## src/design/mcr3_settings.svh

```systemverilog
/*
 * Port, joystick and download widths, download indices,
 * PS/2 scan codes and Max RPM gearbox codes
 */
`ifndef MCR3_SETTINGS_SVH
`define MCR3_SETTINGS_SVH

// Widths
`define PORT_W            8
`define JOY_W             10
`define DL_ADDR_W         25

// Download indices
`define DL_INDEX_GAME     8'd1
`define DL_INDEX_DIP      8'd254

// Player 1 keys
`define KEY_P1_UP         8'h75
`define KEY_P1_DOWN       8'h72
`define KEY_P1_LEFT       8'h6B
`define KEY_P1_RIGHT      8'h74
`define KEY_P1_FA         8'h14
`define KEY_P1_FB         8'h11
`define KEY_P1_FC         8'h29
`define KEY_P1_FD         8'h12

// Coins and starts, MAME style codes as alternates
`define KEY_COIN1         8'h76
`define KEY_COIN1_ALT     8'h2E
`define KEY_COIN2         8'h36
`define KEY_COIN3         8'h3D
`define KEY_START1        8'h05
`define KEY_START1_ALT    8'h16
`define KEY_START2        8'h06
`define KEY_START2_ALT    8'h1E

// Player 2 keys
`define KEY_P2_UP         8'h2D
`define KEY_P2_DOWN       8'h2B
`define KEY_P2_LEFT       8'h23
`define KEY_P2_RIGHT      8'h34
`define KEY_P2_FA         8'h1C
`define KEY_P2_FB         8'h1B
`define KEY_P2_FC         8'h21
`define KEY_P2_FD         8'h1D

// Max RPM gearbox
`define MAXRPM_GEAR_N      5
`define MAXRPM_GEAR_CODE_0 4'h0
`define MAXRPM_GEAR_CODE_1 4'h5
`define MAXRPM_GEAR_CODE_2 4'h6
`define MAXRPM_GEAR_CODE_3 4'h1
`define MAXRPM_GEAR_CODE_4 4'h2

`endif

```

## src/design/mcr3_pkg.sv

```systemverilog
/*
 * Game selection enum and joystick bit positions
 */
package mcr3_pkg;

	// Supported boards, download values above 3 fall back to Rampage
	typedef enum logic [1:0] {
		RAMPAGE    = 2'd0,
		SARGE      = 2'd1,
		POWERDRIVE = 2'd2,
		MAXRPM     = 2'd3
	} game_e;

	// Joystick word layout
	localparam int JOY_RIGHT = 0;
	localparam int JOY_LEFT  = 1;
	localparam int JOY_DOWN  = 2;
	localparam int JOY_UP    = 3;
	localparam int JOY_FA    = 4;
	localparam int JOY_FB    = 5;
	localparam int JOY_FC    = 6;
	localparam int JOY_FD    = 7;
	localparam int JOY_START = 8;
	localparam int JOY_COIN  = 9;

endpackage

```

## src/design/player_if.sv

```systemverilog
/*
 * Merged controls of one player
 */
`timescale 1ns/1ps

interface player_if;
	logic up;
	logic down;
	logic left;
	logic right;
	logic fire_a;
	logic fire_b;
	logic fire_c;
	logic fire_d;
	logic start;
	logic coin;

	modport source (output up, down, left, right, fire_a, fire_b, fire_c, fire_d, start, coin);
	modport sink   (input  up, down, left, right, fire_a, fire_b, fire_c, fire_d, start, coin);
endinterface

```

## src/design/ps2_key_decoder.sv

```systemverilog
/*
 * PS/2 key event decoder, holds keyboard button states
 */
`timescale 1ns/1ps
`include "mcr3_settings.svh"

module ps2_key_decoder (
	input  logic                clk_sys,
	input  logic                reset,
	input  logic [10:0]         ps2_key,
	output logic [`JOY_W-1:0]   kb_p1,
	output logic [`JOY_W-1:0]   kb_p2,
	output logic                kb_coin2,
	output logic                kb_coin3
);
	import mcr3_pkg::*;

	logic       toggle_prev;
	logic       pressed;
	logic [7:0] code;

	assign pressed = ps2_key[9];
	assign code    = ps2_key[7:0];

	// A flip of bit 10 marks a new event
	always_ff @(posedge clk_sys) begin
		toggle_prev <= ps2_key[10];
		if (reset) begin
			kb_p1    <= '0;
			kb_p2    <= '0;
			kb_coin2 <= 1'b0;
			kb_coin3 <= 1'b0;
		end else if (toggle_prev != ps2_key[10]) begin
			case (code)
				`KEY_P1_UP:    kb_p1[JOY_UP]    <= pressed;
				`KEY_P1_DOWN:  kb_p1[JOY_DOWN]  <= pressed;
				`KEY_P1_LEFT:  kb_p1[JOY_LEFT]  <= pressed;
				`KEY_P1_RIGHT: kb_p1[JOY_RIGHT] <= pressed;
				`KEY_P1_FA:    kb_p1[JOY_FA]    <= pressed;
				`KEY_P1_FB:    kb_p1[JOY_FB]    <= pressed;
				`KEY_P1_FC:    kb_p1[JOY_FC]    <= pressed;
				`KEY_P1_FD:    kb_p1[JOY_FD]    <= pressed;
				`KEY_COIN1,
				`KEY_COIN1_ALT: kb_p1[JOY_COIN] <= pressed;
				`KEY_COIN2:    kb_coin2         <= pressed;
				`KEY_COIN3:    kb_coin3         <= pressed;
				`KEY_START1,
				`KEY_START1_ALT: kb_p1[JOY_START] <= pressed;
				`KEY_START2,
				`KEY_START2_ALT: kb_p2[JOY_START] <= pressed;
				`KEY_P2_UP:    kb_p2[JOY_UP]    <= pressed;
				`KEY_P2_DOWN:  kb_p2[JOY_DOWN]  <= pressed;
				`KEY_P2_LEFT:  kb_p2[JOY_LEFT]  <= pressed;
				`KEY_P2_RIGHT: kb_p2[JOY_RIGHT] <= pressed;
				`KEY_P2_FA:    kb_p2[JOY_FA]    <= pressed;
				`KEY_P2_FB:    kb_p2[JOY_FB]    <= pressed;
				`KEY_P2_FC:    kb_p2[JOY_FC]    <= pressed;
				`KEY_P2_FD:    kb_p2[JOY_FD]    <= pressed;
				// Unknown codes leave everything as is
				default: ;
			endcase
		end
	end

	// Coin 2 has its own output, so the coin bit of kb_p2 stays 0 after reset

endmodule

```

## src/design/control_merge.sv

```systemverilog
/*
 * Keyboard and joystick merge into three player control sets
 */
`timescale 1ns/1ps
`include "mcr3_settings.svh"

module control_merge (
	input  logic [`JOY_W-1:0] kb_p1,
	input  logic [`JOY_W-1:0] kb_p2,
	input  logic              kb_coin2,
	input  logic              kb_coin3,
	input  logic [`JOY_W-1:0] joy1,
	input  logic [`JOY_W-1:0] joy2,
	input  logic [`JOY_W-1:0] joy3,
	input  mcr3_pkg::game_e   game,
	player_if.source          p1,
	player_if.source          p2,
	player_if.source          p3
);
	import mcr3_pkg::*;

	logic [`JOY_W-1:0] m1;
	logic [`JOY_W-1:0] m2;
	logic              coin_any;
	logic              is_pd;

	// Player 3 has no keyboard keys
	assign m1 = kb_p1 | joy1;
	assign m2 = kb_p2 | joy2;

	assign is_pd    = (game == POWERDRIVE);
	assign coin_any = m1[JOY_COIN] | m2[JOY_COIN] | kb_coin2 | kb_coin3 | joy3[JOY_COIN];

	// ==================================================
	// Coin routing
	// ==================================================
	// Power Drive has one slot per player, the others share slot 1
	assign p1.coin = is_pd ? m1[JOY_COIN] : coin_any;
	assign p2.coin = is_pd & (m2[JOY_COIN] | kb_coin2);
	assign p3.coin = is_pd & (joy3[JOY_COIN] | kb_coin3);

	assign p1.up     = m1[JOY_UP];
	assign p1.down   = m1[JOY_DOWN];
	assign p1.left   = m1[JOY_LEFT];
	assign p1.right  = m1[JOY_RIGHT];
	assign p1.fire_a = m1[JOY_FA];
	assign p1.fire_b = m1[JOY_FB];
	assign p1.fire_c = m1[JOY_FC];
	assign p1.fire_d = m1[JOY_FD];
	assign p1.start  = m1[JOY_START];

	assign p2.up     = m2[JOY_UP];
	assign p2.down   = m2[JOY_DOWN];
	assign p2.left   = m2[JOY_LEFT];
	assign p2.right  = m2[JOY_RIGHT];
	assign p2.fire_a = m2[JOY_FA];
	assign p2.fire_b = m2[JOY_FB];
	assign p2.fire_c = m2[JOY_FC];
	assign p2.fire_d = m2[JOY_FD];
	assign p2.start  = m2[JOY_START];

	assign p3.up     = joy3[JOY_UP];
	assign p3.down   = joy3[JOY_DOWN];
	assign p3.left   = joy3[JOY_LEFT];
	assign p3.right  = joy3[JOY_RIGHT];
	assign p3.fire_a = joy3[JOY_FA];
	assign p3.fire_b = joy3[JOY_FB];
	assign p3.fire_c = joy3[JOY_FC];
	assign p3.fire_d = joy3[JOY_FD];
	assign p3.start  = joy3[JOY_START];

endmodule

```

## src/design/game_config.sv

```systemverilog
/*
 * Game selection and DIP bytes from the download bus
 */
`timescale 1ns/1ps
`include "mcr3_settings.svh"

module game_config (
	input  logic                  clk_sys,
	input  logic                  reset,
	input  logic                  dl_wr,
	input  logic [7:0]            dl_index,
	input  logic [`DL_ADDR_W-1:0] dl_addr,
	input  logic [7:0]            dl_data,
	output mcr3_pkg::game_e       game,
	output logic [7:0]            dip0,
	output logic                  dip1_bit0
);
	import mcr3_pkg::*;

	logic [7:0] game_sel;

	// Raw byte first, enum one cycle later
	always_ff @(posedge clk_sys) begin
		if (reset) begin
			game_sel <= 8'd0;
			game     <= RAMPAGE;
		end else begin
			if (dl_wr && dl_index == `DL_INDEX_GAME)
				game_sel <= dl_data;
			case (game_sel)
				8'd1:    game <= SARGE;
				8'd2:    game <= POWERDRIVE;
				8'd3:    game <= MAXRPM;
				default: game <= RAMPAGE;
			endcase
		end
	end

	// Only DIP bytes 0 and 1 are kept
	always_ff @(posedge clk_sys) begin
		if (reset) begin
			dip0      <= 8'd0;
			dip1_bit0 <= 1'b0;
		end else if (dl_wr && dl_index == `DL_INDEX_DIP) begin
			if (dl_addr == `DL_ADDR_W'(0))
				dip0 <= dl_data;
			else if (dl_addr == `DL_ADDR_W'(1))
				dip1_bit0 <= dl_data[0];
		end
	end

endmodule

```

## src/design/gear_tracker.sv

```systemverilog
/*
 * Power Drive gear toggles and Max RPM gearbox positions
 */
`timescale 1ns/1ps
`include "mcr3_settings.svh"

module gear_tracker (
	input  logic       clk_sys,
	input  logic       reset,
	player_if.sink     p1,
	player_if.sink     p2,
	player_if.sink     p3,
	output logic [2:0] pd_gear,
	output logic [3:0] rpm_code1,
	output logic [3:0] rpm_code2
);
	localparam logic [2:0] POS_MAX = 3'(`MAXRPM_GEAR_N - 1);

	logic [2:0] fire_d_now;
	logic [2:0] fire_d_prev;
	logic [1:0] fire_a_prev;
	logic [1:0] fire_b_prev;
	logic [2:0] rpm_pos1;
	logic [2:0] rpm_pos2;

	// Start resets, then shift up, then shift down
	function automatic logic [2:0] step_pos(
		input logic [2:0] pos,
		input logic       start,
		input logic       up,
		input logic       down
	);
		if (start)
			return 3'd0;
		else if (up && pos != POS_MAX)
			return pos + 3'd1;
		else if (down && pos != 3'd0)
			return pos - 3'd1;
		return pos;
	endfunction

	function automatic logic [3:0] gear_code(input logic [2:0] pos);
		case (pos)
			3'd1:    return `MAXRPM_GEAR_CODE_1;
			3'd2:    return `MAXRPM_GEAR_CODE_2;
			3'd3:    return `MAXRPM_GEAR_CODE_3;
			3'd4:    return `MAXRPM_GEAR_CODE_4;
			default: return `MAXRPM_GEAR_CODE_0;
		endcase
	endfunction

	assign fire_d_now = {p3.fire_d, p2.fire_d, p1.fire_d};

	always_ff @(posedge clk_sys) begin
		// Edge history follows the buttons even in reset
		fire_d_prev <= fire_d_now;
		fire_a_prev <= {p2.fire_a, p1.fire_a};
		fire_b_prev <= {p2.fire_b, p1.fire_b};
		if (reset) begin
			pd_gear  <= 3'd0;
			rpm_pos1 <= 3'd0;
			rpm_pos2 <= 3'd0;
		end else begin
			pd_gear  <= pd_gear ^ (fire_d_now & ~fire_d_prev);
			rpm_pos1 <= step_pos(rpm_pos1, p1.start,
				p1.fire_a & ~fire_a_prev[0], p1.fire_b & ~fire_b_prev[0]);
			rpm_pos2 <= step_pos(rpm_pos2, p2.start,
				p2.fire_a & ~fire_a_prev[1], p2.fire_b & ~fire_b_prev[1]);
		end
	end

	assign rpm_code1 = gear_code(rpm_pos1);
	assign rpm_code2 = gear_code(rpm_pos2);

endmodule

```

## src/design/input_port_mapper.sv

```systemverilog
/*
 * Game specific assembly of the five active low input ports,
 * Sarge dual stick remap included
 */
`timescale 1ns/1ps
`include "mcr3_settings.svh"

module input_port_mapper (
	input  mcr3_pkg::game_e     game,
	input  logic [7:0]          dip0,
	input  logic                dip1_bit0,
	input  logic                control_mode,
	player_if.sink              p1,
	player_if.sink              p2,
	player_if.sink              p3,
	input  logic [2:0]          pd_gear,
	input  logic [3:0]          rpm_code1,
	input  logic [3:0]          rpm_code2,
	output logic [`PORT_W-1:0]  input_0,
	output logic [`PORT_W-1:0]  input_1,
	output logic [`PORT_W-1:0]  input_2,
	output logic [`PORT_W-1:0]  input_3,
	output logic [`PORT_W-1:0]  input_4
);
	import mcr3_pkg::*;

	logic [3:0] sarge1;
	logic [3:0] sarge2;

	// Returns {rd, ru, ld, lu}
	function automatic logic [3:0] dual_stick(
		input logic mode,
		input logic up,
		input logic down,
		input logic left,
		input logic right,
		input logic fire_b,
		input logic fire_c
	);
		// Mode 1 derives both sticks from one diagonal joystick
		if (mode)
			return {down | right, up | left, down | left, up | right};
		return {fire_b, fire_c, down, up};
	endfunction

	assign sarge1 = dual_stick(control_mode, p1.up, p1.down, p1.left, p1.right,
		p1.fire_b, p1.fire_c);
	assign sarge2 = dual_stick(control_mode, p2.up, p2.down, p2.left, p2.right,
		p2.fire_b, p2.fire_c);

	assign input_3 = dip0;

	// ==================================================
	// Port layout per game
	// ==================================================
	always_comb begin
		input_0 = '1;
		input_1 = '1;
		input_2 = '1;
		input_4 = '1;
		case (game)
			SARGE: begin
				input_0 = ~{2'b00, dip1_bit0, 1'b0, p2.start, p1.start, p2.coin, p1.coin};
				input_1 = ~{p1.fire_d, p1.fire_d, p1.fire_a, p1.fire_a, sarge1};
				input_2 = ~{p2.fire_d, p2.fire_d, p2.fire_a, p2.fire_a, sarge2};
			end
			MAXRPM: begin
				// Pedal and steering ADC absent, input_1 idles high
				input_0 = ~{dip1_bit0, 3'b000, p1.start, p2.start, p1.coin, p2.coin};
				input_2 = ~{rpm_code1, rpm_code2};
			end
			POWERDRIVE: begin
				input_0 = ~{2'b00, dip1_bit0, 2'b00, p3.coin, p2.coin, p1.coin};
				input_1 = ~{p2.fire_b, p2.fire_a, pd_gear[1], p2.fire_c,
					p1.fire_b, p1.fire_a, pd_gear[0], p1.fire_c};
				input_2 = ~{4'b0000, p3.fire_b, p3.fire_a, pd_gear[2], p3.fire_c};
			end
			default: begin
				// Rampage, three players on plain joysticks
				input_0 = ~{2'b00, dip1_bit0, 3'b000, p2.coin, p1.coin};
				input_1 = ~{2'b00, p1.fire_b, p1.fire_a, p1.left, p1.down, p1.right, p1.up};
				input_2 = ~{2'b00, p2.fire_b, p2.fire_a, p2.left, p2.down, p2.right, p2.up};
				input_4 = ~{2'b00, p3.fire_b, p3.fire_a, p3.left, p3.down, p3.right, p3.up};
			end
		endcase
	end

endmodule

```

## src/design/mcr3_inputs_top.sv

```systemverilog
/*
 * Player input section top level
 */
`timescale 1ns/1ps
`include "mcr3_settings.svh"

module mcr3_inputs_top (
	input  logic                  clk_sys,
	input  logic                  reset,
	input  logic [10:0]           ps2_key,
	input  logic [`JOY_W-1:0]     joy1,
	input  logic [`JOY_W-1:0]     joy2,
	input  logic [`JOY_W-1:0]     joy3,
	input  logic                  control_mode,
	input  logic                  dl_wr,
	input  logic [7:0]            dl_index,
	input  logic [`DL_ADDR_W-1:0] dl_addr,
	input  logic [7:0]            dl_data,
	output logic [`PORT_W-1:0]    input_0,
	output logic [`PORT_W-1:0]    input_1,
	output logic [`PORT_W-1:0]    input_2,
	output logic [`PORT_W-1:0]    input_3,
	output logic [`PORT_W-1:0]    input_4
);
	import mcr3_pkg::*;

	logic [`JOY_W-1:0] kb_p1;
	logic [`JOY_W-1:0] kb_p2;
	logic              kb_coin2;
	logic              kb_coin3;
	game_e             game;
	logic [7:0]        dip0;
	logic              dip1_bit0;
	logic [2:0]        pd_gear;
	logic [3:0]        rpm_code1;
	logic [3:0]        rpm_code2;

	player_if p1 ();
	player_if p2 ();
	player_if p3 ();

	ps2_key_decoder u_keys (
		.clk_sys (clk_sys),
		.reset   (reset),
		.ps2_key (ps2_key),
		.kb_p1   (kb_p1),
		.kb_p2   (kb_p2),
		.kb_coin2(kb_coin2),
		.kb_coin3(kb_coin3)
	);

	control_merge u_merge (
		.kb_p1   (kb_p1),
		.kb_p2   (kb_p2),
		.kb_coin2(kb_coin2),
		.kb_coin3(kb_coin3),
		.joy1    (joy1),
		.joy2    (joy2),
		.joy3    (joy3),
		.game    (game),
		.p1      (p1.source),
		.p2      (p2.source),
		.p3      (p3.source)
	);

	game_config u_config (
		.clk_sys  (clk_sys),
		.reset    (reset),
		.dl_wr    (dl_wr),
		.dl_index (dl_index),
		.dl_addr  (dl_addr),
		.dl_data  (dl_data),
		.game     (game),
		.dip0     (dip0),
		.dip1_bit0(dip1_bit0)
	);

	gear_tracker u_gears (
		.clk_sys  (clk_sys),
		.reset    (reset),
		.p1       (p1.sink),
		.p2       (p2.sink),
		.p3       (p3.sink),
		.pd_gear  (pd_gear),
		.rpm_code1(rpm_code1),
		.rpm_code2(rpm_code2)
	);

	input_port_mapper u_ports (
		.game        (game),
		.dip0        (dip0),
		.dip1_bit0   (dip1_bit0),
		.control_mode(control_mode),
		.p1          (p1.sink),
		.p2          (p2.sink),
		.p3          (p3.sink),
		.pd_gear     (pd_gear),
		.rpm_code1   (rpm_code1),
		.rpm_code2   (rpm_code2),
		.input_0     (input_0),
		.input_1     (input_1),
		.input_2     (input_2),
		.input_3     (input_3),
		.input_4     (input_4)
	);

endmodule

```

## config.mk

```make
export PLATFORM = sky130hd
export DESIGN_NAME = mcr3_inputs_top
export DESIGN_NICKNAME = d
export VERILOG_FILES = /design/src/design/mcr3_pkg.sv /design/src/design/player_if.sv /design/src/design/ps2_key_decoder.sv /design/src/design/control_merge.sv /design/src/design/game_config.sv /design/src/design/gear_tracker.sv /design/src/design/input_port_mapper.sv /design/src/design/mcr3_inputs_top.sv
export VERILOG_INCLUDE_DIRS = /design/src /design/src/design
export SDC_FILE = /design/constraint.sdc
export NUM_CORES = 1
export LEC_CHECK = 0
export ABC_AREA = 1
export BUFFER_PORTS_ARGS = -buffer_cell sky130_fd_sc_hd__buf_2
export CORE_MARGIN = 1.5
export CORE_UTILIZATION = 43
export DETAILED_ROUTE_END_ITERATION = 6
export HOLD_SLACK_MARGIN = 0.05
export PLACE_DENSITY_LB_ADDON = 0.12
export SLEW_MARGIN = 40
export SYNTH_ARGS = -nofsm -noshare
export SYNTH_HDL_FRONTEND = slang
export SYNTH_SLANG_ARGS = --single-unit
export TNS_END_PERCENT = 1
```

## constraint.sdc

```tcl
create_clock -name clk_sys -period 3.95 [get_ports clk_sys]
set_clock_uncertainty 0.2 [all_clocks]
set_input_delay 0.5925 -clock clk_sys [delete_from_list [all_inputs] [get_ports clk_sys]]
set_output_delay 0.5925 -clock clk_sys [all_outputs]
set_load 0.02 [all_outputs]
```

# [After elaboration in Yosys (flattened, before gate mapping)]
# Cells that the tools add are included.
# Widths: inputs -> output; s select.
[word_totals] ff_bits=57 input_bits=86 word_cells=185
[op_classes] add_sub_neg=4 eq_ne=44 muxes=27 n_bitwise=42 reduce_logical=36
[ops] operator="$eq 8x6->1 const B" count=9
[ops] operator="$pmux 8 s3" count=3
[ops] operator="$eq 8x5->1 const B" count=8
[ops] operator="$not 6->8" count=6
[ops] operator="$reduce_and 2->1" count=22
[ops] operator="$eq 8x7->1 const B" count=5
[ops] operator="$not 8->8" count=4
[ops] operator="$eq 25x1->1 const B" count=1
[ops] operator="$logic_not 25->1" count=1
[ops] operator="$pmux 3 s4" count=2
[ops] operator="$mux 3" count=6
[ops] operator="$eq 8x1->1 const B" count=2
[ops] operator="$eq 8x2->1 const B" count=2
[ops] operator="$eq 8x3->1 const B" count=2
[ops] operator="$mux 4" count=4
[ops] operator="$or 1x1->1" count=14
[ops] operator="$eq 3x2->1 const B" count=4
[ops] operator="$mux 1" count=10
[ops] operator="$or 10x10->10" count=1
[ops] operator="$or 9x10->10" count=1
[ops] operator="$eq 8x8->1 const B" count=1
[ops] operator="$mux 8" count=1
[ops] operator="$not 4->8" count=1
[ops] operator="$not 7->8" count=1
[ops] operator="other kinds (19)" count=42

# [Logic depth before layout (Yosys ltp)]
[logic_depth] depth_word=8 mapped_depth=9 ltp_nobuf=9

# [Hierarchy]
# A second synthesis with hierarchy kept.
[hier_totals] cells_unflattened=664 area_unflattened_um2=4142.7
[by_module_without_submodules] module="ps2_key_decoder" instances=1 cells_each=188 area_each_um2=1184.9 seq_area_each_um2=440.4
[by_module_without_submodules] module="game_config" instances=1 cells_each=161 area_each_um2=1011.0 seq_area_each_um2=380.4
[by_module_without_submodules] module="gear_tracker" instances=1 cells_each=136 area_each_um2=988.4 seq_area_each_um2=320.3
[by_module_without_submodules] module="input_port_mapper" instances=1 cells_each=141 area_each_um2=726.9 seq_area_each_um2=0.0
[by_module_without_submodules] module="control_merge" instances=1 cells_each=38 area_each_um2=231.5 seq_area_each_um2=0.0

# [Worst setup path after synthesis]
# Ideal clock, no wire load.
[synth_path] path_kind="input -> output" from="in joy2[4]" to="out input_2[4]" arrival_time_ns=1.527 required_ns=3.157 slack_ns=1.630 cell_stages=5 path_cell_list="or2_0 -> buf_2 -> o21ai_0 -> nor2_1 -> a22oi_1"
[synth_via] elab_chain_len=3
[synth_lines] element="from (decl)" line_no="mcr3_inputs_top.sv:12" rtl="input logic [`JOY_W-1:0] joy2,"
[synth_lines] element="$or 9x10->10 *" line_no="control_merge.sv:29" rtl="assign m2 = kb_p2 | joy2;"
[synth_lines] element="named net p2.fire_a" line_no="player_if.sv:11" rtl="logic fire_a;"
[synth_lines] element="$not 6->8 or $not 8->8 (tied branches)" line_no="input_port_mapper.sv:82, input_port_mapper.sv:65"
[synth_lines] element="$pmux 8 s3 *" line_no="input_port_mapper.sv:61" rtl="case (game)"
[synth_lines] element="to (decl)" line_no="mcr3_inputs_top.sv:21" rtl="output logic [`PORT_W-1:0] input_2,"
# The timed path passes the listed nets; every way through them passes the cells marked *.

# [Worst setup path after layout]
[layout_path] from="reg u_config.game[0]" to="out input_2[3]"
[layout_via] elab_chain_len=2
[layout_lines] element="from (decl)" line_no="game_config.sv:14" rtl="output mcr3_pkg::game_e game,"
[layout_lines] element="from (signal assigned)" line_no="game_config.sv:26" rtl="game <= RAMPAGE;"
[layout_lines] element="from (signal assigned)" line_no="game_config.sv:31" rtl="8'd1: game <= SARGE;"
[layout_lines] element="from (signal assigned)" line_no="game_config.sv:32" rtl="8'd2: game <= POWERDRIVE;"
[layout_lines] element="$eq 2x2->1 or $eq 2x1->1 (tied branches)" line_no="input_port_mapper.sv:61"
[layout_lines] element="$pmux 8 s3 *" line_no="input_port_mapper.sv:61"
# Every way passes the cells marked *; elsewhere a longest branch is shown, timed or not.

==> impl_results.rst <==
.. list-table::
   :header-rows: 1

   * - Metric
     - Value
   * - Status
     - finished clean
   * - Post-Place Worst Slack
     - 1430 ps
   * - Post-cts repair resize count
     - 0
   * - Worst setup slack for register-to-register paths
     - 2140 ps
   * - Routed Antenna Nets
     - 0
   * - Avg Synthesized Cell Area
     - 6.39 um2
   * - Most Crowded Layer GR
     - met2
   * - First-pass GRT wire length
     - 15300 um
   * - Data required time of the critical path
     - 3160 ps
   * - Number of I/O pins
     - 126
   * - Met2 capacity usage during global routing
     - 35.4%
   * - Worst-margin pin slew
     - 709 ps
   * - # Max-Cap Violations
     - 0
   * - Total GRT Usage
     - 21.8%
   * - DRC violation count after routing
     - 0
   * - Global routing met1 resource utilization
     - 29.4%
   * - Layout overhead on the synthesized area
     - 24.2%
   * - Clock tree from TritonCTS
     - built
   * - Number of antenna diodes
     - 0
   * - Post-Route Hold Slack
     - 179 ps
   * - Final weighted congestion in routability-driven placement
     - 0.938
   * - Pwr dens
     - 313 nW/um2
   * - Clock network fraction of design power
     - 40.6%
   * - Row Count
     - 33
   * - Number of buffers inserted during clock tree synthesis
     - 9
   * - Sum of net half-perimeters after detailed placement
     - 7720 um
   * - Post-synthesis register bit count
     - 57
   * - Overflow left after global routing
     - 0
   * - Number of nets in the final layout
     - 783
   * - Unrepaired setup endpoints after global routing
     - false
   * - Setup bufs post-CTS
     - 0
   * - Final number of max-transition violations
     - 0
   * - Starting density of the core
     - 44.0%
   * - Netlist Area Pre-Place
     - 3600 um2
   * - Remaining max-slew budget at the tightest pin
     - 52.6%
   * - Final Util
     - 54.7%
   * - Clk sink count
     - 57
   * - Switching share of power
     - 27.2%
   * - Vias after detailed routing
     - 3916
   * - WS Path Type
     - flop to primary output
   * - Number of buffers on the longest clock path
     - 2
   * - Arrival time of the worst setup path
     - 2040 ps
   * - Final worst setup slack
     - 1110 ps
   * - Endpoint kind of the worst setup timing path
     - primary output
   * - Final period util
     - 71.8%
   * - Static power due to leakage
     - 2.15 nW
   * - Detail-routed net length per standard cell
     - 12.1 um
   * - Final setup violation count
     - 0
   * - Largest net degree at the start of global routing
     - 21
   * - Maximum ir drop on the vdd rail
     - 0.152 mV
   * - Net switching power
     - 381 uW
   * - Origin of the worst min-delay path
     - joy3[7]
   * - CTS clk-pin slew, worst paths
     - 70 ps
   * - Floorplan Core Area
     - 8180 um2
   * - Hold buffer count at CTS
     - 0
   * - Die X-Extent
     - 94.5 um
   * - Fraction of final layout cells sized beyond drive strength 1
     - 23.3%
   * - Clock Root Buffer
     - sky130_fd_sc_hd__clkbuf_8
   * - Synth cell types
     - 41
   * - Synthesis Warnings
     - 0
   * - Number of DRC markers after the initial detailed-route iteration
     - 149
   * - Setup Total Neg Slack
     - 0 ps
   * - Number of synthesized flops with an enable pin
     - 0
   * - Die Footprint
     - 8930 um2
   * - Depth of the most critical reg-to-reg path
     - 8
   * - Overall die height
     - 94.5 um
   * - Minimum clock period
     - 2840 ps
   * - Fraction of power consumed by combinational cells
     - 16.7%
   * - Number of vias per cell after detailed routing
     - 4.94
   * - Beginning of the worst register-to-register path
     - u_gears.rpm_pos2[0]$_SDFFE_PP0P_
   * - Buffers on Ports
     - 119
   * - Hold-critical path endpoint
     - u_gears.fire_d_prev[2]$_DFF_P_
   * - Count of mapped cells out of synthesis
     - 563
   * - Start point of the critical path
     - u_config.game[0]$_SDFF_PP0_
   * - Initial antenna violation count
     - 0
   * - Int Power
     - 1.02 mW
   * - HP Class
     - input port to flop
   * - Sequential group share of total power
     - 42.7%
   * - Endpoint of the lowest-slack register-to-register path
     - u_gears.rpm_pos2[1]$_SDFFE_PP0P_
   * - FFs w/ async S/R, synth
     - 0%
   * - Number of detailed-route iterations in the first pass
     - 5
   * - Worst skew pair latency
     - 330 ps
   * - Achievable Freq
     - 0.352 GHz
   * - Flip-flop cell with the highest count after synthesis
     - sky130_fd_sc_hd__dfxtp_1
   * - Crit-path max FO
     - 12
   * - H-Tree Level Count
     - 3
   * - Met3 Resource Use GR
     - 4.43%
   * - Sequential area share after synthesis
     - 31.7%
   * - Number of global-route vias before repair
     - 3404
   * - Worst setup SP type
     - flop
   * - Final wirelength
     - 9620 um
   * - Hold depth
     - 1
   * - Final hold violation count
     - 0
==> worst max-delay path by stage <==
stage / endpoint
2_1_floorplan: input_2[4]
3_3_place_gp: input_2[4]
3_5_place_dp: input_2[4]
4_1_cts: input_2[3]
5_1_grt: input_2[3]
6_report: input_2[3]
==> metrics by stage <==
step | power [mW] | cell area [um2] | instances
global placement | 0.838 | 4260 | 777
global route | 1.47 | 4470 | 793
CTS | 1.41 | 4470 | 793
detailed placement | 0.843 | 4260 | 777
finish | 1.40 | 4470 | 793
floorplan | 0.756 | 3610 | 566
==> metal layers <==
layer  vias to the layer above  wire length (um)  part of all wire (%)
met5                         -                 0                     0
met4                         0               117                   1.2
met3                        10               504                   5.2
met2                        99              4360                    45
met1                      1753              4640                    48
li1                       2054                 -                     -
==> final cells by class <==
type / instances / area [um2]
multi-input combinational: 417 / 2090
timing repair buffer: 120 / 603
tap: 105 / 131
fill: 846 / 3700
clock inverter: 2 / 35.0
sequential: 57 / 1140
clock buffer: 14 / 173
inverter: 78 / 294
==> critical path, cell delays in order, from the launching register on <==
cell and delay (ps):
sky130_fd_sc_hd__dfxtp_1 410, sky130_fd_sc_hd__nor2_1 600, sky130_fd_sc_hd__inv_1 210, sky130_fd_sc_hd__o21ai_0 280, sky130_fd_sc_hd__buf_2 210
==> cell usage after synthesis, types with 2 or more instances <==
| cell | instances | area share, % |
|---|---|---|
| sky130_fd_sc_hd__ha_1 | 14 | 4.9 |
| sky130_fd_sc_hd__or2_2 | 5 | 0.87 |
| sky130_fd_sc_hd__buf_2 | 5 | 0.70 |
| sky130_fd_sc_hd__nor4b_1 | 2 | 0.49 |
| sky130_fd_sc_hd__nand4_1 | 12 | 2.1 |
| sky130_fd_sc_hd__buf_4 | 4 | 0.83 |
| sky130_fd_sc_hd__nor2_1 | 112 | 12 |
| sky130_fd_sc_hd__nor2_2 | 7 | 1.2 |
| sky130_fd_sc_hd__nand3b_1 | 2 | 0.42 |
| sky130_fd_sc_hd__a21oi_1 | 39 | 5.4 |
| sky130_fd_sc_hd__o21ai_0 | 23 | 3.2 |
| sky130_fd_sc_hd__inv_2 | 3 | 0.31 |
| sky130_fd_sc_hd__nand3_1 | 44 | 6.1 |
| sky130_fd_sc_hd__o221ai_1 | 2 | 0.49 |
| sky130_fd_sc_hd__inv_1 | 74 | 7.7 |
| sky130_fd_sc_hd__nand2_1 | 112 | 12 |
| sky130_fd_sc_hd__nor3_2 | 2 | 0.56 |
| sky130_fd_sc_hd__o2111ai_1 | 2 | 0.49 |
| sky130_fd_sc_hd__o211ai_1 | 5 | 1.0 |
| sky130_fd_sc_hd__o21a_1 | 2 | 0.42 |
| sky130_fd_sc_hd__o21bai_1 | 8 | 1.7 |
| sky130_fd_sc_hd__clkbuf_1 | 3 | 0.31 |
| sky130_fd_sc_hd__nor3_1 | 4 | 0.56 |
| sky130_fd_sc_hd__a22oi_1 | 3 | 0.63 |
| sky130_fd_sc_hd__dfxtp_1 | 57 | 32 |
| sky130_fd_sc_hd__nor2_4 | 2 | 0.63 |
==> power groups by stage <==
| stage | Combinational [mW] | Sequential (mW) | Clock, mW |
|---|---|---|---|
| final | 0.233 | 0.598 | 0.569 |
| after CTS | 0.233 | 0.597 | 0.581 |
| after global routing | 0.265 | 0.599 | 0.607 |
| after detailed placement | 0.232 | 0.610 | 0 |
| after floorplan | 0.148 | 0.608 | 0 |
| after global placement | 0.228 | 0.610 | 0 |
==> cells by family (layout without fill, tap and decap cells) <==
| family | count (synthesis) | in the layout | synth area share, % |
|---|---|---|---|
| buffers and inverters | 92 | 214 | 10.4 |
| adders and majority gates | 14 | 14 | 4.87 |
| other | 1 | 4 | 0.104 |
| and+or+nand+nor | 309 | 309 | 37.8 |
| AOI/OAI and AO/OA | 89 | 89 | 14.6 |
| xor gates and xnor gates | 1 | 1 | 0.452 |
| DFF | 57 | 57 | 31.7 |
==> sequential cells by signal, summed over array words and instances (netlist names), 2 cells and up <==
signal and count:
u_gears.fire_b_prev 2, u_gears.fire_a_prev 2, u_keys.kb_p1 10, u_config.dip0 8, u_gears.pd_gear 3, u_config.game_sel 8
u_gears.rpm_pos1 3, u_gears.fire_d_prev 3, u_config.game 2, u_gears.rpm_pos2 3, u_keys.kb_p2 9
==> cell usage in the layout, fill, tap and decap left out, drive strengths merged, types with 12 or more instances in the layout <==
master	count
nand4	12
buf	120
o21ai	24
clkbuf	14
nand2	114
ha	14
a21oi	39
dfxtp	57
inv	77
nand3	44
nor2	121
(Power assumes the default switching activity.)
